<file path="src/include/cpu_consts.svh">
`ifndef CPU_CONSTS_SVH
`define CPU_CONSTS_SVH

// Start address of both program counters after reset
`define CPU_RESET_PC 16'h0000

// Handler entry point, loaded into bank 1 R7 on interrupt entry
`define CPU_IRQ_VECTOR 16'h0040

// Trap numbers as written into bank 1 R1
`define CPU_TRAP_UART 4'd1
`define CPU_TRAP_PGFAULT 4'd2

// Control register bit positions
`define CPU_CR_BANK 1
`define CPU_CR_IRQ_EN 3

`endif
</file>
<file path="src/rtl/cpu_pkg.sv">
package cpu_pkg;

  typedef logic [15:0] word_t;
  typedef logic [2:0] reg_idx_t;

  // Opcode lives in instr[15:12]
  typedef enum logic [3:0] {
    OP_NOP   = 4'd0,
    OP_LDI   = 4'd1,
    OP_ALU   = 4'd2,
    OP_LD    = 4'd3,
    OP_ST    = 4'd4,
    OP_SKIP  = 4'd5,
    OP_SETCR = 4'd6,
    OP_RETI  = 4'd7,
    OP_HLT   = 4'd15
  } opcode_t;

  typedef enum logic [2:0] {
    ALU_ADD, ALU_SUB, ALU_AND, ALU_OR, ALU_XOR, ALU_NOT, ALU_SHL, ALU_SHR
  } alu_func_t;

  // Signed conditions only
  typedef enum logic [2:0] {
    COND_EQ = 3'd0,
    COND_NE = 3'd1,
    COND_LT = 3'd2,
    COND_LE = 3'd3,
    COND_GT = 3'd4,
    COND_GE = 3'd5
  } cond_t;

  typedef enum logic [1:0] {FETCH, DECODE, MEM, EXEC} cpu_state_t;

  typedef enum logic [1:0] {OPS_REGA, OPS_REGB, OPS_MDR} op_sel_t;

  typedef enum logic [1:0] {MDRS_IMM, MDRS_RAM, MDRS_ALU} mdr_sel_t;

  typedef struct packed {
    reg_idx_t  rd_a_idx;
    reg_idx_t  rd_b_idx;
    reg_idx_t  wr_idx;
    op_sel_t   op_a_sel;
    op_sel_t   op_b_sel;
    mdr_sel_t  mdr_sel;
    alu_func_t alu_func;
    cond_t     cond;
    logic      ir_load;
    logic      mdr_load;
    logic      mar_load;
    logic      reg_load;
    logic      ram_load;
    logic      re;
    logic      cond_chk;
    logic      pc_incr;
    logic      pc_skip;
    logic      cr_write;
    logic      reti;
    logic      halt;
  } ctrl_t;

endpackage

</file>
<file path="src/rtl/cpu.sv">
`timescale 1ns/10ps
`include "cpu_consts.svh"

module cpu import cpu_pkg::*; (
  input  logic  clk,
  input  logic  reset,
  input  word_t ram_rdata,
  output word_t ram_wdata,
  output word_t ram_addr,
  output logic  we,
  output logic  re,
  output logic  hlt,
  input  logic  uart_intr,
  input  logic  page_fault
);

  ctrl_t      ctrl;
  cpu_state_t state;
  word_t      ir_q;
  word_t      mdr_q;
  word_t      mar_q;
  word_t      cr_q;
  word_t      instr;
  word_t      imm_ext;
  word_t      rd_a;
  word_t      rd_b;
  word_t      pc;
  word_t      op_a;
  word_t      op_b;
  word_t      alu_result;
  word_t      mdr_d;
  logic       alu_cond_true;
  logic       irq_ack;
  logic       irq_pending;
  logic       bank;
  logic       irq_en;
  logic [3:0] trap_nr;

  function automatic word_t pick_operand(op_sel_t sel, word_t ra, word_t rb);
    case (sel)
      OPS_REGB: return rb;
      default:  return ra;
    endcase
  endfunction

  // Decode straight off the bus while IR is being loaded
  assign instr   = (state == DECODE) ? ram_rdata : ir_q;
  assign imm_ext = {{8{instr[7]}}, instr[7:0]};
  assign bank    = cr_q[`CPU_CR_BANK];
  assign irq_en  = cr_q[`CPU_CR_IRQ_EN];

  cpu_sequencer u_seq (
    .clk(clk), .reset(reset), .instr(instr), .irq_pending(irq_pending), .irq_en(irq_en),
    .skip(alu_cond_true), .ctrl(ctrl), .state(state), .irq_ack(irq_ack)
  );

  cpu_regfile u_regfile (
    .clk(clk), .reset(reset), .bank(bank), .rd_a_idx(ctrl.rd_a_idx),
    .rd_b_idx(ctrl.rd_b_idx), .wr_idx(ctrl.wr_idx), .wr_data(mdr_d), .we(ctrl.reg_load),
    .pc_incr(ctrl.pc_incr), .pc_skip(ctrl.pc_skip), .irq_entry(irq_ack), .trap_nr(trap_nr),
    .rd_a(rd_a), .rd_b(rd_b), .pc(pc)
  );

  cpu_alu u_alu (
    .a(op_a), .b(op_b), .func(ctrl.alu_func), .cond(ctrl.cond),
    .result(alu_result), .cond_true(alu_cond_true)
  );

  cpu_irq_ctrl u_irq (
    .clk(clk), .reset(reset), .uart_intr(uart_intr), .page_fault(page_fault),
    .irq_ack(irq_ack), .irq_pending(irq_pending), .trap_nr(trap_nr)
  );

  assign op_a = pick_operand(ctrl.op_a_sel, rd_a, rd_b);
  assign op_b = pick_operand(ctrl.op_b_sel, rd_a, rd_b);

  // Same mux feeds MDR and the register write port
  always_comb begin
    case (ctrl.mdr_sel)
      MDRS_IMM: mdr_d = imm_ext;
      MDRS_RAM: mdr_d = ram_rdata;
      default:  mdr_d = alu_result;
    endcase
  end

  always_ff @(posedge clk) begin
    if (reset) begin
      ir_q <= '0;
    end else if (ctrl.ir_load) begin
      ir_q <= ram_rdata;
    end
  end

  always_ff @(posedge clk) begin
    if (ctrl.mdr_load) begin
      mdr_q <= mdr_d;
    end
    if (ctrl.mar_load) begin
      mar_q <= rd_a;
    end
  end

  always_ff @(posedge clk) begin
    if (reset) begin
      cr_q <= '0;
    end else if (irq_ack) begin
      cr_q[`CPU_CR_BANK]   <= 1'b1;
      cr_q[`CPU_CR_IRQ_EN] <= 1'b0;
    end else if (ctrl.reti) begin
      cr_q[`CPU_CR_BANK]   <= 1'b0;
      cr_q[`CPU_CR_IRQ_EN] <= 1'b1;
    end else if (ctrl.cr_write) begin
      // Bank only moves on entry and return
      cr_q               <= {8'h00, instr[7:0]};
      cr_q[`CPU_CR_BANK] <= bank;
    end
  end

  assign ram_addr  = (state == FETCH) ? pc : mar_q;
  assign ram_wdata = mdr_q;
  assign we        = ctrl.ram_load;
  assign re        = ctrl.re;
  assign hlt       = ctrl.halt;

endmodule

</file>
<file path="src/rtl/cpu_sequencer.sv">
`timescale 1ns/10ps

module cpu_sequencer import cpu_pkg::*; (
  input  logic       clk,
  input  logic       reset,
  input  word_t      instr,
  input  logic       irq_pending,
  input  logic       irq_en,
  input  logic       skip,
  output ctrl_t      ctrl,
  output cpu_state_t state,
  output logic       irq_ack
);

  cpu_state_t state_q;
  cpu_state_t state_d;
  opcode_t    op;
  logic       take_irq;
  logic       skip_q;

  assign op       = opcode_t'(instr[15:12]);
  assign take_irq = (state_q == FETCH) && irq_pending && irq_en;
  assign irq_ack  = take_irq;
  assign state    = state_q;

  always_comb begin
    case (state_q)
      // An accepted interrupt costs one extra FETCH cycle
      FETCH:   state_d = take_irq ? FETCH : DECODE;
      DECODE:  state_d = MEM;
      MEM:     state_d = EXEC;
      // HLT parks the machine in EXEC
      EXEC:    state_d = (op == OP_HLT) ? EXEC : FETCH;
      default: state_d = FETCH;
    endcase
  end

  always_ff @(posedge clk) begin
    if (reset) begin
      state_q <= FETCH;
      skip_q  <= 1'b0;
    end else begin
      state_q <= state_d;
      if (ctrl.cond_chk) begin
        skip_q <= skip;
      end
    end
  end

  always_comb begin
    ctrl          = '0;
    ctrl.rd_a_idx = instr[8:6];
    ctrl.rd_b_idx = instr[5:3];
    ctrl.wr_idx   = instr[11:9];
    ctrl.op_a_sel = OPS_REGA;
    ctrl.op_b_sel = OPS_REGB;
    ctrl.mdr_sel  = MDRS_ALU;
    ctrl.alu_func = alu_func_t'(instr[2:0]);
    ctrl.cond     = cond_t'(instr[2:0]);
    case (state_q)
      FETCH: begin
        // No fetch while reset is held
        ctrl.re = !take_irq && !reset;
      end
      DECODE: begin
        ctrl.ir_load  = 1'b1;
        ctrl.mar_load = (op == OP_LD) || (op == OP_ST);
        if (op == OP_ST) begin
          // rt OR rt gives rt, parked in MDR for the write
          ctrl.mdr_load = 1'b1;
          ctrl.op_a_sel = OPS_REGB;
          ctrl.alu_func = ALU_OR;
        end
      end
      MEM: begin
        case (op)
          OP_LD:   ctrl.re = 1'b1;
          OP_ST:   ctrl.ram_load = 1'b1;
          OP_SKIP: begin
            // Flags come from rs passed through the ALU
            ctrl.cond_chk = 1'b1;
            ctrl.op_b_sel = OPS_REGA;
            ctrl.alu_func = ALU_OR;
          end
          default: ;
        endcase
      end
      EXEC: begin
        ctrl.pc_incr = 1'b1;
        case (op)
          OP_LDI: begin
            ctrl.reg_load = 1'b1;
            ctrl.mdr_sel  = MDRS_IMM;
          end
          OP_ALU:   ctrl.reg_load = 1'b1;
          OP_LD: begin
            ctrl.reg_load = 1'b1;
            ctrl.mdr_load = 1'b1;
            ctrl.mdr_sel  = MDRS_RAM;
          end
          OP_SKIP:  ctrl.pc_skip = skip_q;
          OP_SETCR: ctrl.cr_write = 1'b1;
          OP_RETI:  ctrl.reti = 1'b1;
          OP_HLT: begin
            ctrl.pc_incr = 1'b0;
            ctrl.halt    = 1'b1;
          end
          default: ;
        endcase
      end
      default: ;
    endcase
  end

endmodule

</file>
<file path="src/rtl/cpu_regfile.sv">
`timescale 1ns/10ps
`include "cpu_consts.svh"

module cpu_regfile import cpu_pkg::*; (
  input  logic       clk,
  input  logic       reset,
  input  logic       bank,
  input  reg_idx_t   rd_a_idx,
  input  reg_idx_t   rd_b_idx,
  input  reg_idx_t   wr_idx,
  input  word_t      wr_data,
  input  logic       we,
  input  logic       pc_incr,
  input  logic       pc_skip,
  input  logic       irq_entry,
  input  logic [3:0] trap_nr,
  output word_t      rd_a,
  output word_t      rd_b,
  output word_t      pc
);

  // Index 0-7 is bank 0, 8-15 is bank 1
  word_t      regs [0:15];
  logic [3:0] pc_addr;
  word_t      pc_next;

  assign pc_addr = {bank, 3'd7};
  assign pc      = regs[pc_addr];
  assign rd_a    = regs[{bank, rd_a_idx}];
  assign rd_b    = regs[{bank, rd_b_idx}];

  // A taken SKIP steps over the next word
  assign pc_next = pc + (pc_skip ? 16'd2 : 16'd1);

  always_ff @(posedge clk) begin
    if (reset) begin
      regs[7]  <= `CPU_RESET_PC;
      regs[15] <= `CPU_RESET_PC;
    end else if (irq_entry) begin
      // Bank 1 R1 gets the trap number, bank 1 PC the vector
      regs[9]  <= {12'h000, trap_nr};
      regs[15] <= `CPU_IRQ_VECTOR;
    end else begin
      if (pc_incr) begin
        regs[pc_addr] <= pc_next;
      end
      // Explicit write to R7 overrides the increment
      if (we) begin
        regs[{bank, wr_idx}] <= wr_data;
      end
    end
  end

endmodule

</file>
<file path="src/rtl/cpu_irq_ctrl.sv">
`timescale 1ns/10ps
`include "cpu_consts.svh"

module cpu_irq_ctrl (
  input  logic       clk,
  input  logic       reset,
  input  logic       uart_intr,
  input  logic       page_fault,
  input  logic       irq_ack,
  output logic       irq_pending,
  output logic [3:0] trap_nr
);

  logic uart_q;
  logic pf_q;
  logic uart_pend;
  logic pf_pend;
  logic uart_rise;
  logic pf_rise;
  logic clr_uart;
  logic clr_pf;

  assign uart_rise = uart_intr && !uart_q;
  assign pf_rise   = page_fault && !pf_q;

  // Ack serves only the source currently shown in trap_nr
  assign clr_pf   = irq_ack && pf_pend;
  assign clr_uart = irq_ack && !pf_pend;

  always_ff @(posedge clk) begin
    if (reset) begin
      uart_q    <= 1'b0;
      pf_q      <= 1'b0;
      uart_pend <= 1'b0;
      pf_pend   <= 1'b0;
    end else begin
      uart_q    <= uart_intr;
      pf_q      <= page_fault;
      // New edge wins over a clear in the same cycle
      pf_pend   <= (pf_pend && !clr_pf) || pf_rise;
      uart_pend <= (uart_pend && !clr_uart) || uart_rise;
    end
  end

  assign irq_pending = uart_pend || pf_pend;

  // Page fault first
  always_comb begin
    if (pf_pend) begin
      trap_nr = `CPU_TRAP_PGFAULT;
    end else if (uart_pend) begin
      trap_nr = `CPU_TRAP_UART;
    end else begin
      trap_nr = 4'd0;
    end
  end

endmodule

</file>
<file path="src/rtl/cpu_alu.sv">
`timescale 1ns/10ps

module cpu_alu import cpu_pkg::*; (
  input  word_t     a,
  input  word_t     b,
  input  alu_func_t func,
  input  cond_t     cond,
  output word_t     result,
  output logic      cond_true
);

  logic zero;
  logic neg;
  logic pos;

  always_comb begin
    case (func)
      ALU_ADD: result = a + b;
      ALU_SUB: result = a - b;
      ALU_AND: result = a & b;
      ALU_OR:  result = a | b;
      ALU_XOR: result = a ^ b;
      ALU_NOT: result = ~a;
      // Shift amount from the low four bits of b
      ALU_SHL: result = a << b[3:0];
      ALU_SHR: result = a >> b[3:0];
      default: result = '0;
    endcase
  end

  // Three-way sign class of the result
  assign zero = (result == '0);
  assign neg  = result[15];
  assign pos  = !zero && !neg;

  always_comb begin
    case (cond)
      COND_EQ: cond_true = zero;
      COND_NE: cond_true = !zero;
      COND_LT: cond_true = neg;
      COND_LE: cond_true = zero || neg;
      COND_GT: cond_true = pos;
      COND_GE: cond_true = zero || pos;
      default: cond_true = 1'b0;
    endcase
  end

endmodule

</file>
<file path="config.mk">
export PLATFORM = sky130hd
export DESIGN_NAME = cpu
export DESIGN_NICKNAME = d
export VERILOG_FILES = /design/src/rtl/cpu_pkg.sv /design/src/rtl/cpu.sv /design/src/rtl/cpu_sequencer.sv /design/src/rtl/cpu_regfile.sv /design/src/rtl/cpu_irq_ctrl.sv /design/src/rtl/cpu_alu.sv
export VERILOG_INCLUDE_DIRS = /design/src /design/src/include
export SDC_FILE = /design/constraint.sdc
export NUM_CORES = 1
export LEC_CHECK = 0
export BUFFER_PORTS_ARGS = -buffer_cell sky130_fd_sc_hd__buf_2
export CAP_MARGIN = 20
export CORE_ASPECT_RATIO = 2
export CORE_UTILIZATION = 30
export DETAILED_ROUTE_END_ITERATION = 12
export SYNTH_ARGS = -nofsm -noshare
export SYNTH_HDL_FRONTEND = slang
export SYNTH_SLANG_ARGS = --single-unit
</file>
<file path="constraint.sdc">
create_clock -name clk -period 13.73 [get_ports clk]
set_input_delay 2.0595 -clock clk [delete_from_list [all_inputs] [get_ports clk]]
set_output_delay 2.0595 -clock clk [all_outputs]
set_load 0.01 [all_outputs]
</file>
Word level (Yosys, flattened, before mapping)
Memories as Yosys holds them, arrays and structs flattened. A register that Yosys moved wholly into a read port is not among the register bits.
Index checks and enable logic that the tools add are counted.

cells by class
  add/sub/neg operators = 3
  eq/ne operators = 26
  shift-type cells = 2
  muxes and demuxes = 68
  bitwise logic cells = 7
  reductions and logical operators = 38

operator list
  kind                count
  $mux 16             8
  $pmux 16 s8         1
  $reduce_or 16->1    3
  $mux 1              39
  $add 16x16->16      2
  $pmux 16 s2         1
  $mux 4              7
  $eq 3x3->1 const B  6
  $and 16x16->16      1
  $eq 4x3->1 const B  4
  $logic_not 16->1    1
  $not 16->16         1
  $or 16x16->16       1
  $shl 16x4->16       1
  $shr 16x4->16       1
  $sub 16x16->16      1
  $xor 16x16->16      1
  $eq 3x2->1 const B  4
  $logic_and 1x1->1   10
  $logic_not 1->1     9
  $eq 2x1->1 const B  4
  $eq 4x2->1 const B  2
  $pmux 2 s4          1
  $eq 3x1->1 const B  2
  other kinds (19)    33

storage, ports and cells
  register bits after elaboration = 59
  memory bits (writable) = 256
  input bits = 20
  memories = 1

memories
  name            depth  bits a word  read ports  clocked after memory_dff  write ports  line               text
  u_regfile.regs  16     16           3           1                         2            cpu_regfile.sv:23  word_t regs [0:15];

Depth between registers and ports, before layout
Gate-level depths: netlist of run 1.

  depth in word-level cells = 14
  gate-level depth with buffers = 30
  mapped depth without buffers = 25

By module
A second synthesis of run 1 with hierarchy kept.

second synthesis, totals
  cell total of the unflattened synthesis = 1693
  area, all modules = 20953.8 um^2

modules (own cells, without submodules)
  module         instances  cells an instance  area an instance (um^2)  sequential area each (um^2)
  cpu_regfile    1          870                13832.0                  7687.4
  cpu_alu        1          499                3622.2                   0.0
  cpu            1          233                2767.7                   1321.3
  cpu_sequencer  1          72                 560.5                    60.1
  cpu_irq_ctrl   1          19                 171.4                    80.1

Worst setup path after synthesis of run 1
No wires, ideal clock.

  path kind = input-to-reg
  start point = input port ram_rdata[6]
  end point = register u_seq.skip_q
  library setup time = 88 ps
  arrival = 7488 ps
  path slack = 6154 ps
  stages on the path = 25
  path through = mux2i_4 -> mux4_2 -> a21oi_1 -> nor2_1 -> a211oi_2 -> buf_2 -> clkbuf_1 -> ha_1 -> nor2_1 -> xnor2_1 -> ha_1 -> a21o_1 -> a21oi_1 -> o21bai_1 -> a21oi_1 -> nor3b_1 -> o31ai_1 -> xnor2_1 -> o221ai_1 -> a311oi_1 -> o2111a_1 -> nand4_1 -> or3_1 -> o22a_1 -> a311oi_2

on the way
  cells in the longest elaborated chain, start to end = 10

RTL lines
  element                                 line                          text
  start: declaration                      cpu.sv:7                      input word_t ram_rdata,
  $mux 16 *                               cpu.sv:47                     assign instr = (state == DECODE) ? ram_rdata : ir_q;
  $mem_v2 16x16 *                         --
  $mux 16                                 cpu.sv:40                     case (sel)
  $sub 16x16->16 (tied with other cells)  cpu_alu.sv:19                 ALU_SUB: result = a - b;
  $pmux 16 s8 *                           cpu_alu.sv:17                 case (func)
  $logic_not 16->1                        cpu_alu.sv:32                 assign zero = (result == '0);
  $logic_not 1->1                         cpu_alu.sv:34, cpu_alu.sv:39
  $logic_and 1x1->1                       cpu_alu.sv:34                 assign pos = !zero && !neg;
  $logic_or 1x1->1                        cpu_alu.sv:43                 COND_GE: cond_true = zero || pos;
  $pmux 1 s6 *                            cpu_alu.sv:37                 case (cond)
  end signal: assignment                  cpu_sequencer.sv:45           skip_q <= skip;
  end: declaration                        cpu_sequencer.sv:19           logic skip_q;

Mark *: on every way between the ends. The rest lies on a longest branch, timed or not.
A chain may end at the register's enable or synchronous reset.

==> results of run 1 <==
-- per-layer routing --
layer  routed length [um]  part of all wire
met1                26700              0.32
met2                44100              0.52
met3                 5230             0.062
met4                 8190             0.097
met5                   32           0.00038
-- worst paths after layout --
path                   from                    end  slack, ns  cells after the start
max reg2reg  u_seq.state[1]  u_regfile.regs[2][14]       4.26                     25
max           ram_rdata[14]  u_regfile.regs[2][14]       3.64                     26
min              u_irq.pf_q          u_irq.pf_pend       0.48                      2
min reg2reg      u_irq.pf_q          u_irq.pf_pend       0.48                      2
-- layout make-up --
cell class                      instances  area [sq um]  share of cell area
Multi-Input combinational cell       1293         11500               0.486
Sequential cell                       314          9170               0.387
Tap cell                              910          1140              0.0480
Timing Repair Buffer                  121           771              0.0325
Clock buffer                           31           691              0.0291
Inverter                               65           244              0.0103
Clock inverter                         17           171             0.00723
Antenna cell                            2          5.00            0.000211
-- placed cells by master, fill, tap and decap left out, types with 15 or more instances in the layout --
cell type	synthesis	final
sky130_fd_sc_hd__xnor2_1	28	28
sky130_fd_sc_hd__nand3_1	38	38
sky130_fd_sc_hd__mux4_1	21	21
sky130_fd_sc_hd__mux4_2	117	117
sky130_fd_sc_hd__o21ai_0	87	87
sky130_fd_sc_hd__nor2_1	115	102
sky130_fd_sc_hd__edfxtp_1	288	288
sky130_fd_sc_hd__clkbuf_16	0	27
sky130_fd_sc_hd__inv_1	59	58
sky130_fd_sc_hd__mux2_2	36	36
sky130_fd_sc_hd__o22ai_1	21	20
sky130_fd_sc_hd__buf_4	9	66
sky130_fd_sc_hd__a21oi_1	78	76
sky130_fd_sc_hd__nor3_1	27	27
sky130_fd_sc_hd__ha_1	56	55
sky130_fd_sc_hd__a22oi_1	22	22
sky130_fd_sc_hd__mux2i_1	215	213
sky130_fd_sc_hd__nand2_1	169	169
sky130_fd_sc_hd__buf_2	28	54
sky130_fd_sc_hd__dfxtp_1	26	26
sky130_fd_sc_hd__a211oi_1	15	15
-- critical path, cell delays in order --
cell,delay [ns]
sky130_fd_sc_hd__buf_2,0.23
sky130_fd_sc_hd__nor4bb_1,0.82
sky130_fd_sc_hd__o211a_1,0.61
sky130_fd_sc_hd__nor2_1,0.36
sky130_fd_sc_hd__a22oi_1,0.24
sky130_fd_sc_hd__nand2_1,0.12
sky130_fd_sc_hd__buf_4,0.28
sky130_fd_sc_hd__inv_1,0.09
sky130_fd_sc_hd__buf_4,0.33
sky130_fd_sc_hd__ha_1,0.25
sky130_fd_sc_hd__inv_1,0.06
sky130_fd_sc_hd__fa_1,0.46
sky130_fd_sc_hd__a21o_1,0.20
sky130_fd_sc_hd__a21oi_1,0.66
sky130_fd_sc_hd__o21bai_1,0.16
sky130_fd_sc_hd__a21oi_1,0.28
sky130_fd_sc_hd__nor3b_1,0.36
sky130_fd_sc_hd__o31ai_1,0.21
sky130_fd_sc_hd__a31oi_1,0.27
sky130_fd_sc_hd__o21ai_0,0.16
sky130_fd_sc_hd__xnor2_1,0.29
sky130_fd_sc_hd__o211ai_1,0.21
sky130_fd_sc_hd__a221oi_1,0.91
sky130_fd_sc_hd__inv_1,0.19
sky130_fd_sc_hd__nand2_1,0.31
sky130_fd_sc_hd__inv_1,0.21
-- power groups by stage --
stage / registers (W) / logic [W] / clock network (W)
floorplan: 0.00110 / 0.000887 / 0
global placement: 0.00111 / 0.00139 / 0
detailed placement: 0.00111 / 0.00138 / 0
CTS: 0.00108 / 0.00139 / 0.000791
global route: 0.00109 / 0.00149 / 0.000818
finish: 0.00108 / 0.00143 / 0.000784
-- registers in the layout (all words and copies together) (netlist names), 2 cells and up, named ones only --
name and cells:
mar_q 16, ram_wdata 16, u_seq.state 2, u_regfile.regs 256, cr_q 2, ir_q 16
-- cell families after synthesis --
logic type                 synth area share
xor gates and xnor gates             0.0147
buffers and inverters                0.0426
muxes                                 0.271
and+or+nand+nor                      0.0944
AOI/OAI and AO/OA                     0.115
adders and majority gates            0.0345
DFF                                   0.427
-- stage by stage --
step / util / total power [W] / cell area, sq um / hold WS (ns)
final: 0.335 / 0.00330 / 23700 / 0.476
after global routing: 0.335 / 0.00340 / 23700 / 0.518
after CTS: 0.335 / 0.00326 / 23700 / 0.480
after detailed placement: 0.323 / 0.00249 / 22800 / 0.462
after global placement: 0.323 / 0.00249 / 22800 / 0.452
after floorplan: - / 0.00199 / 21500 / 0.446
-- synthesized netlist by cell type (10+ instances only) --
library cell | n | area share
sky130_fd_sc_hd__edfxtp_1 | 288 | 0.40
sky130_fd_sc_hd__nand4_1 | 10 | 0.0029
sky130_fd_sc_hd__o22ai_1 | 21 | 0.0061
sky130_fd_sc_hd__nor2_1 | 115 | 0.020
sky130_fd_sc_hd__nand2_1 | 169 | 0.030
sky130_fd_sc_hd__a21oi_1 | 78 | 0.018
sky130_fd_sc_hd__nor2b_1 | 10 | 0.0029
sky130_fd_sc_hd__nand3_1 | 38 | 0.0089
sky130_fd_sc_hd__clkbuf_1 | 52 | 0.0091
sky130_fd_sc_hd__dfxtp_1 | 26 | 0.024
sky130_fd_sc_hd__xnor2_1 | 28 | 0.011
sky130_fd_sc_hd__a221oi_1 | 10 | 0.0041
sky130_fd_sc_hd__buf_2 | 28 | 0.0065
sky130_fd_sc_hd__mux4_1 | 21 | 0.026
sky130_fd_sc_hd__nor3_1 | 27 | 0.0063
sky130_fd_sc_hd__a32oi_1 | 10 | 0.0041
sky130_fd_sc_hd__o21ai_0 | 87 | 0.020
sky130_fd_sc_hd__mux2i_1 | 215 | 0.10
sky130_fd_sc_hd__and3_1 | 12 | 0.0035
sky130_fd_sc_hd__a22oi_1 | 22 | 0.0077
sky130_fd_sc_hd__a22o_1 | 11 | 0.0045
sky130_fd_sc_hd__buf_1 | 14 | 0.0024
sky130_fd_sc_hd__o211ai_1 | 12 | 0.0042
sky130_fd_sc_hd__ha_1 | 56 | 0.033
sky130_fd_sc_hd__a211oi_1 | 15 | 0.0052
sky130_fd_sc_hd__inv_1 | 59 | 0.010
sky130_fd_sc_hd__mux4_2 | 117 | 0.12
sky130_fd_sc_hd__a31oi_1 | 10 | 0.0029
sky130_fd_sc_hd__a221o_1 | 10 | 0.0047
sky130_fd_sc_hd__mux2_2 | 36 | 0.019
sky130_fd_sc_hd__and2_1 | 13 | 0.0038
==> results.txt, run 1 <==
The worst setup path is launched from an input port. The analysis attributes to cell leakage a power of 8.23 nW. In this run, synthesis inferred 288 flip-flops with an integrated enable.

The initial core utilization was 0.303; the power per cell area was 139 nW/um^2. The routed layout has 16700 vias. For the final count of hold timing violations, the log shows 0. The busiest layer in global routing is met2.

For the I/O pin total, the log shows 55. The first global-routing pass estimated 121000 um of wire. Summed over all nets, the half-perimeter wirelength after detailed placement is 62400 um. The floorplan step defined a die boundary enclosing 72700 sq um. At the pin with the least slew margin, the transition time is 1.24 ns. The run gives 0.329 as the proportion of power drawn by flip-flops and latches. The fraction of layout instances using a drive strength above 1 works out to 0.200. The share of flip-flops with an asynchronous set or reset is 0, and the number of maximum-capacitance constraint violations is 0.

Count of input and output buffers: 54. After detailed routing, the number of remaining DRC violations is 0. The routing usage on met3 is 0.0327, and the post-detailed-route via-to-cell ratio is 6.05. The final worst-path cycle share is 0.735. Setup repair after global routing left no endpoint under its margin.

Entering global routing, the biggest net connects 42 pins. The remaining antenna violation count after routing is 0, and the largest clock skew in the final design is 0.0275 ns. The tools report the highest achievable clock rate as 0.0991 GHz. The run finished with clean final reports.

The final period demand of the worst path is 10.09 ns, and the number of core rows is 138. Kind of critical path: in2reg. For the net count after synthesis, the log shows 1869.

Type of the tightest min-delay check: reg2reg. The floorplan step set the die height to 380 um. The net switching power of the design is 0.00134 W, and the average cell area after synthesis is 12.0 sq um.

The tools report the overall routed net length as 84200 um. For the overall global routing resource usage, the log shows 0.232. The critical path capture point type is a flop. Clock-pin slew was measured on the worst setup and hold paths at 0.08 ns. Via count of the first global-routing pass: 17200. The routing usage on met1 is 0.228, and the number of hold buffers added after cts is 0. Including well taps, the total number of placed cells is 2702. Leaving out filler cells and counting taps, the final layout contains 2753. The logs give 0 for the count of cells resized by post-cts repair and 0 ns for the final total negative setup slack.

Across the VDD grid, the largest voltage drop is 0.0872 mV. The arrival time at the worst endpoint was 10.37 ns. Share of synthesized area occupied by flip-flops and latches: 0.427.

Setup violations remaining at the end of the flow were counted as 0. The number of warning messages in the yosys log was 0. The floorplan step defined a core boundary enclosing 70800 sq um. The area growth from synthesis to layout is 10.6%.

The mapped netlist covers 21500 sq um. The average detailed-routed wire length per instance is 30.6 um. The clock reaches the later pin of the worst-skew pair after 0.59 ns.

Prior to clock tree synthesis, the placed netlist has a worst setup slack of 3.53 ns. The weighted congestion reported at the end of routability-driven placement came out at 1.06. The number of antenna violations at the first check in global routing was 2; the worst slew margin relative to its limit was 0.175. The switching portion of total power was 0.406; the fraction of power consumed by the clock network was 0.238.

The tools report the clock root buffer master as sky130_fd_sc_hd__clkbuf_16. The number of H-tree branching levels is 1, and the number of clock sinks seen by CTS is 314. Buffers inserted during clock tree synthesis total 26. The most common flop cell mapped by yosys was sky130_fd_sc_hd__edfxtp_1. The violation count after the first detailed-routing iteration was 1464. The tools report the global-route met2 utilization as 0.421. The logs give 0 for the final count of pins violating max slew and 0.00196 W for the internal portion of total power.

The run gives 0.433 as the part of the power in combinational logic. Counting along the longest clock path gives a buffer depth of 3. Of all nets on the critical path, the largest fanout is 24.

Counting every instance in the synthesized netlist gives 1791. Synthesis instantiated 86 different standard cells from the library. The die is 191 um wide. The total overflow left after global routing is 0. The final critical-path setup slack was 3.64 ns; the number of buffers inserted to repair setup after CTS was 0. The number of register bits inferred by synthesis is 314.

The first detailed-routing pass ran for 6 iterations. In the final design database the tool counted 1899 nets. TritonCTS built the clock tree. The number of inserted filler cells in the final layout is 7024. The worst path required time was 14.01 ns.
Power figures use the tool's default switching activity.
==> run 2, diff against run 1 <==
--- a/config.mk
+++ b/config.mk
@@ -6,6 +6,7 @@
 export SDC_FILE = /design/constraint.sdc
 export NUM_CORES = 1
 export LEC_CHECK = 0
+export ABC_AREA = 1
 export BUFFER_PORTS_ARGS = -buffer_cell sky130_fd_sc_hd__buf_2
 export CAP_MARGIN = 20
 export CORE_ASPECT_RATIO = 2
==> constraint.sdc (replaced) <==
create_clock -name clk -period 8.75 [get_ports clk]
set_input_delay 1.3125 -clock clk [delete_from_list [all_inputs] [get_ports clk]]
set_output_delay 1.3125 -clock clk [all_outputs]
set_load 0.01 [all_outputs]
==> results.txt, run 2 <==
The flow ran to the end, but the final reports show violations. The final reports fail on design-rule violations. The average cell area after synthesis works out to 7.16 sq um.

Compared with the post-synthesis result, the final layout area differs by 8.92%. The fraction of layout instances using a drive strength above 1 was 0.0805; the CTS clock-pin slew for the worst setup and hold paths was 0.07 ns. In this run the post-CTS setup repair buffer count came out at 0.

The tools report the number of antenna violations at the first check in global routing as 0. The power per cell area was 292 nW/um^2; the sum of net half-perimeters after detailed placement was 70500 um. At the end of routability-driven placement, the weighted congestion stood at 0.991.

The register with the most flip-flops in the layout has 256 of them. Summed over all cells, the static leakage comes to 10.8 nW. The remaining antenna violation count after routing is 0. Across the routed clock network, the largest skew measured is 0.0180 ns. Global routing finished with a remaining overflow of 0. In this run the cell area of the synthesized design comes to 22600 sq um. The peak ir drop on the vdd network was 0.211 mV. After clock tree synthesis, the repair step resized 0 gates. For the number of H-tree branching levels, the log shows 1. The startpoint kind of the worst setup timing path is a flop. TritonCTS built the clock tree.

In this run the count of I/O pins placed on the die edge is 55. Dividing the detail-routed wire length by the instance count gives 24.5 um. For the via count of the first global-routing pass, the log shows 22300.

The number of register bits inferred by synthesis works out to 314. The initial core utilization is 0.302. The biggest area contributor in the post-synthesis netlist is sky130_fd_sc_hd__edfxtp_1.

In this design, the critical path's most frequently occurring cell is sky130_fd_sc_hd__nand2_1. The library cells used most frequently in the layout, excluding fill and tap cells, are sky130_fd_sc_hd__nand2_1, sky130_fd_sc_hd__nand3_1, sky130_fd_sc_hd__inv_1. The worst slew margin relative to its limit came out at 0.229.

The final worst-path cycle share was 0.867. Type of the tightest min-delay check: reg2reg. The tools report the post-layout utilization of the core as 0.329. The tree built by TritonCTS fans out to 314 sinks. At the pin with the least slew margin, the transition time is 1.16 ns. Wires add up to 102000 um. The register with the most flip-flops in the final layout is u_regfile.regs. The number of antenna diodes in the final layout is 0.

Worst path required time: 9.21 ns. In this run, post-CTS hold repair placed 0 buffers. The kind of critical path is reg2reg. Counting the buffers created by CTS gives 28.

The die width was 196 um; the overall global routing resource usage was 0.263. Setup repair after global routing left no endpoint under its margin. The run gives 1 as the number of remaining DRC errors.

In the synthesized netlist the dominant register cell turns out to be sky130_fd_sc_hd__edfxtp_1. The synthesized design contains 288 enable-type register cells. The share of flip-flops with an asynchronous set or reset was 0. The most frequent cell after synthesis was sky130_fd_sc_hd__nand2_1. For this run, the slowest stage of the critical path takes 0.51 ns. The first global-routing pass estimated 146000 um of wire. The floorplan step defined a die boundary enclosing 76500 sq um.

The tools report the placeable core region as 74800 sq um. Standard cell with the maximum stage delay on the critical path: sky130_fd_sc_hd__nor2_1. Using the TritonRoute via totals, the vias-per-cell ratio works out to 5.53. The first routing iteration left 2499 violations.

Entering global routing, the biggest net connects 91 pins. No sink is reached through more buffers than the 3 on the longest clock path. The height of the chip was 390 um; the first-pass iteration count of the detailed router was 10.

The number of nets handed over by synthesis was 3232. Counting I/O delays and the setup requirement, the final critical path takes 7.59 ns. The later pin in the worst-skew pair is clocked with a latency of 0.60 ns. The logs give 23000 for the total number of vias and 142 for the number of core rows. The tool flagged a number of max-cap violations equal to 0. Input and output buffers added on the ports amount to 54. For the worst setup path, the data arrival time is 8.05 ns.

The final total negative setup slack is 0 ns. The logs give 54 for the post-synthesis cell type count and 4099 for the count of placed standard cells including taps. The maximum fanout along the worst path works out to 23. STA classifies the critical path endpoint as a flop. The tools report the count of non-filler cells in the finished layout as 4151.

After synthesis, the most frequently instantiated cells are sky130_fd_sc_hd__nand2_1, sky130_fd_sc_hd__nand3_1, sky130_fd_sc_hd__inv_1. The clock root buffer master is sky130_fd_sc_hd__clkbuf_16. Yosys attributes the largest share of cell area to sky130_fd_sc_hd__edfxtp_1, sky130_fd_sc_hd__nand3_1, sky130_fd_sc_hd__nand2_1. The highest achievable clock rate is 0.132 GHz. For the final count of hold timing violations, the log shows 0. The tools report the final count of pins violating max slew as 0.

The portion of synthesized cell area occupied by the leading cell type was 0.383; the number of warning messages in the yosys log was 0. The logs give 3199 for the final-stage net count and 3154 for the instance count of the mapped netlist. For the share of synthesized area occupied by flip-flops and latches, the log shows 0.406.

The tools report the setup-violating endpoint count in the final report as 0. The most common library cell in the layout ignoring fill and taps is sky130_fd_sc_hd__nand2_1.
run 2: changes by cell type after synthesis, moves of 94 or more:
cell,before,now
sky130_fd_sc_hd__mux4_2,117,0
sky130_fd_sc_hd__o21ai_0,87,181
sky130_fd_sc_hd__nand3_1,38,753
sky130_fd_sc_hd__mux2i_1,215,1
sky130_fd_sc_hd__inv_1,59,357
sky130_fd_sc_hd__nand2_1,169,969
run 2: through the flow:
stage | setup slack (ns) | power [W] | hold WS [ns] | area [sq um]
2_1_floorplan | 3.03 | 0.00441 | 0.398 | 22600
3_3_place_gp | 1.24 | 0.00578 | 0.408 | 23700
3_5_place_dp | 1.25 | 0.00576 | 0.412 | 23700
4_1_cts | 1.57 | 0.00702 | 0.419 | 24600
5_1_grt | 0.506 | 0.00751 | 0.434 | 24600
6_report | 1.16 | 0.00719 | 0.416 | 24600
run 2: critical path, delay by kind of cell, from the launching register on:
family                     cells  cell delay, ns
and+or+nand+nor               22            4.02
buffers and inverters          5            1.04
adders and majority gates      3            0.90
AOI/OAI and AO/OA              4            0.76
xor gates and xnor gates       2            0.34
DFF                            1            0.33
run 2: cell type report:
type                       count  area (sq um)
clock inverter                15           105
fill                        8016         50200
sequential                   314          9170
timing repair buffer         117           833
tap                         1008          1260
clock buffer                  37           786
multi-input combinational   2279         11000
inverter                     381          1440
run 2: report_power, final:
part | switching, W | total [W] | internal (W)
Combinational | 0.00307 | 0.00419 | 0.00112
Sequential | 0.0000145 | 0.00173 | 0.00172
Clock | 0.000608 | 0.00127 | 0.000660
Total | 0.00370 | 0.00719 | 0.00350
run 2: logic make-up after synthesis:
family	Yosys count	synth area share
XOR/XNOR	25	0.00969
adder cells (fa/ha/maj)	58	0.0328
multiplexers	1	0.000443
AND/OR/NAND/NOR	1907	0.366
flip-flops	314	0.406
buffers and inverters	561	0.111
AO/OA/AOI/OAI	288	0.0740
run 2: final timing paths:
| check | startpoint | endpoint | slack [ns] | depth (start not counted) |
|---|---|---|---|---|
| hold reg to reg | u_irq.uart_q | u_irq.uart_pend | 0.42 | 1 |
| setup / recovery | u_seq.state[1] | u_seq.skip_q | 1.16 | 36 |
| setup reg to reg | u_seq.state[1] | u_seq.skip_q | 1.16 | 36 |
| hold / removal | u_irq.uart_q | u_irq.uart_pend | 0.42 | 1 |
run 2: layer usage:
layer / global-route usage / routed length [um]
met2: 0.459 / 49800
met5: 0 / 0
met1: 0.267 / 32200
met3: 0.0400 / 8690
met4: 0.245 / 11000
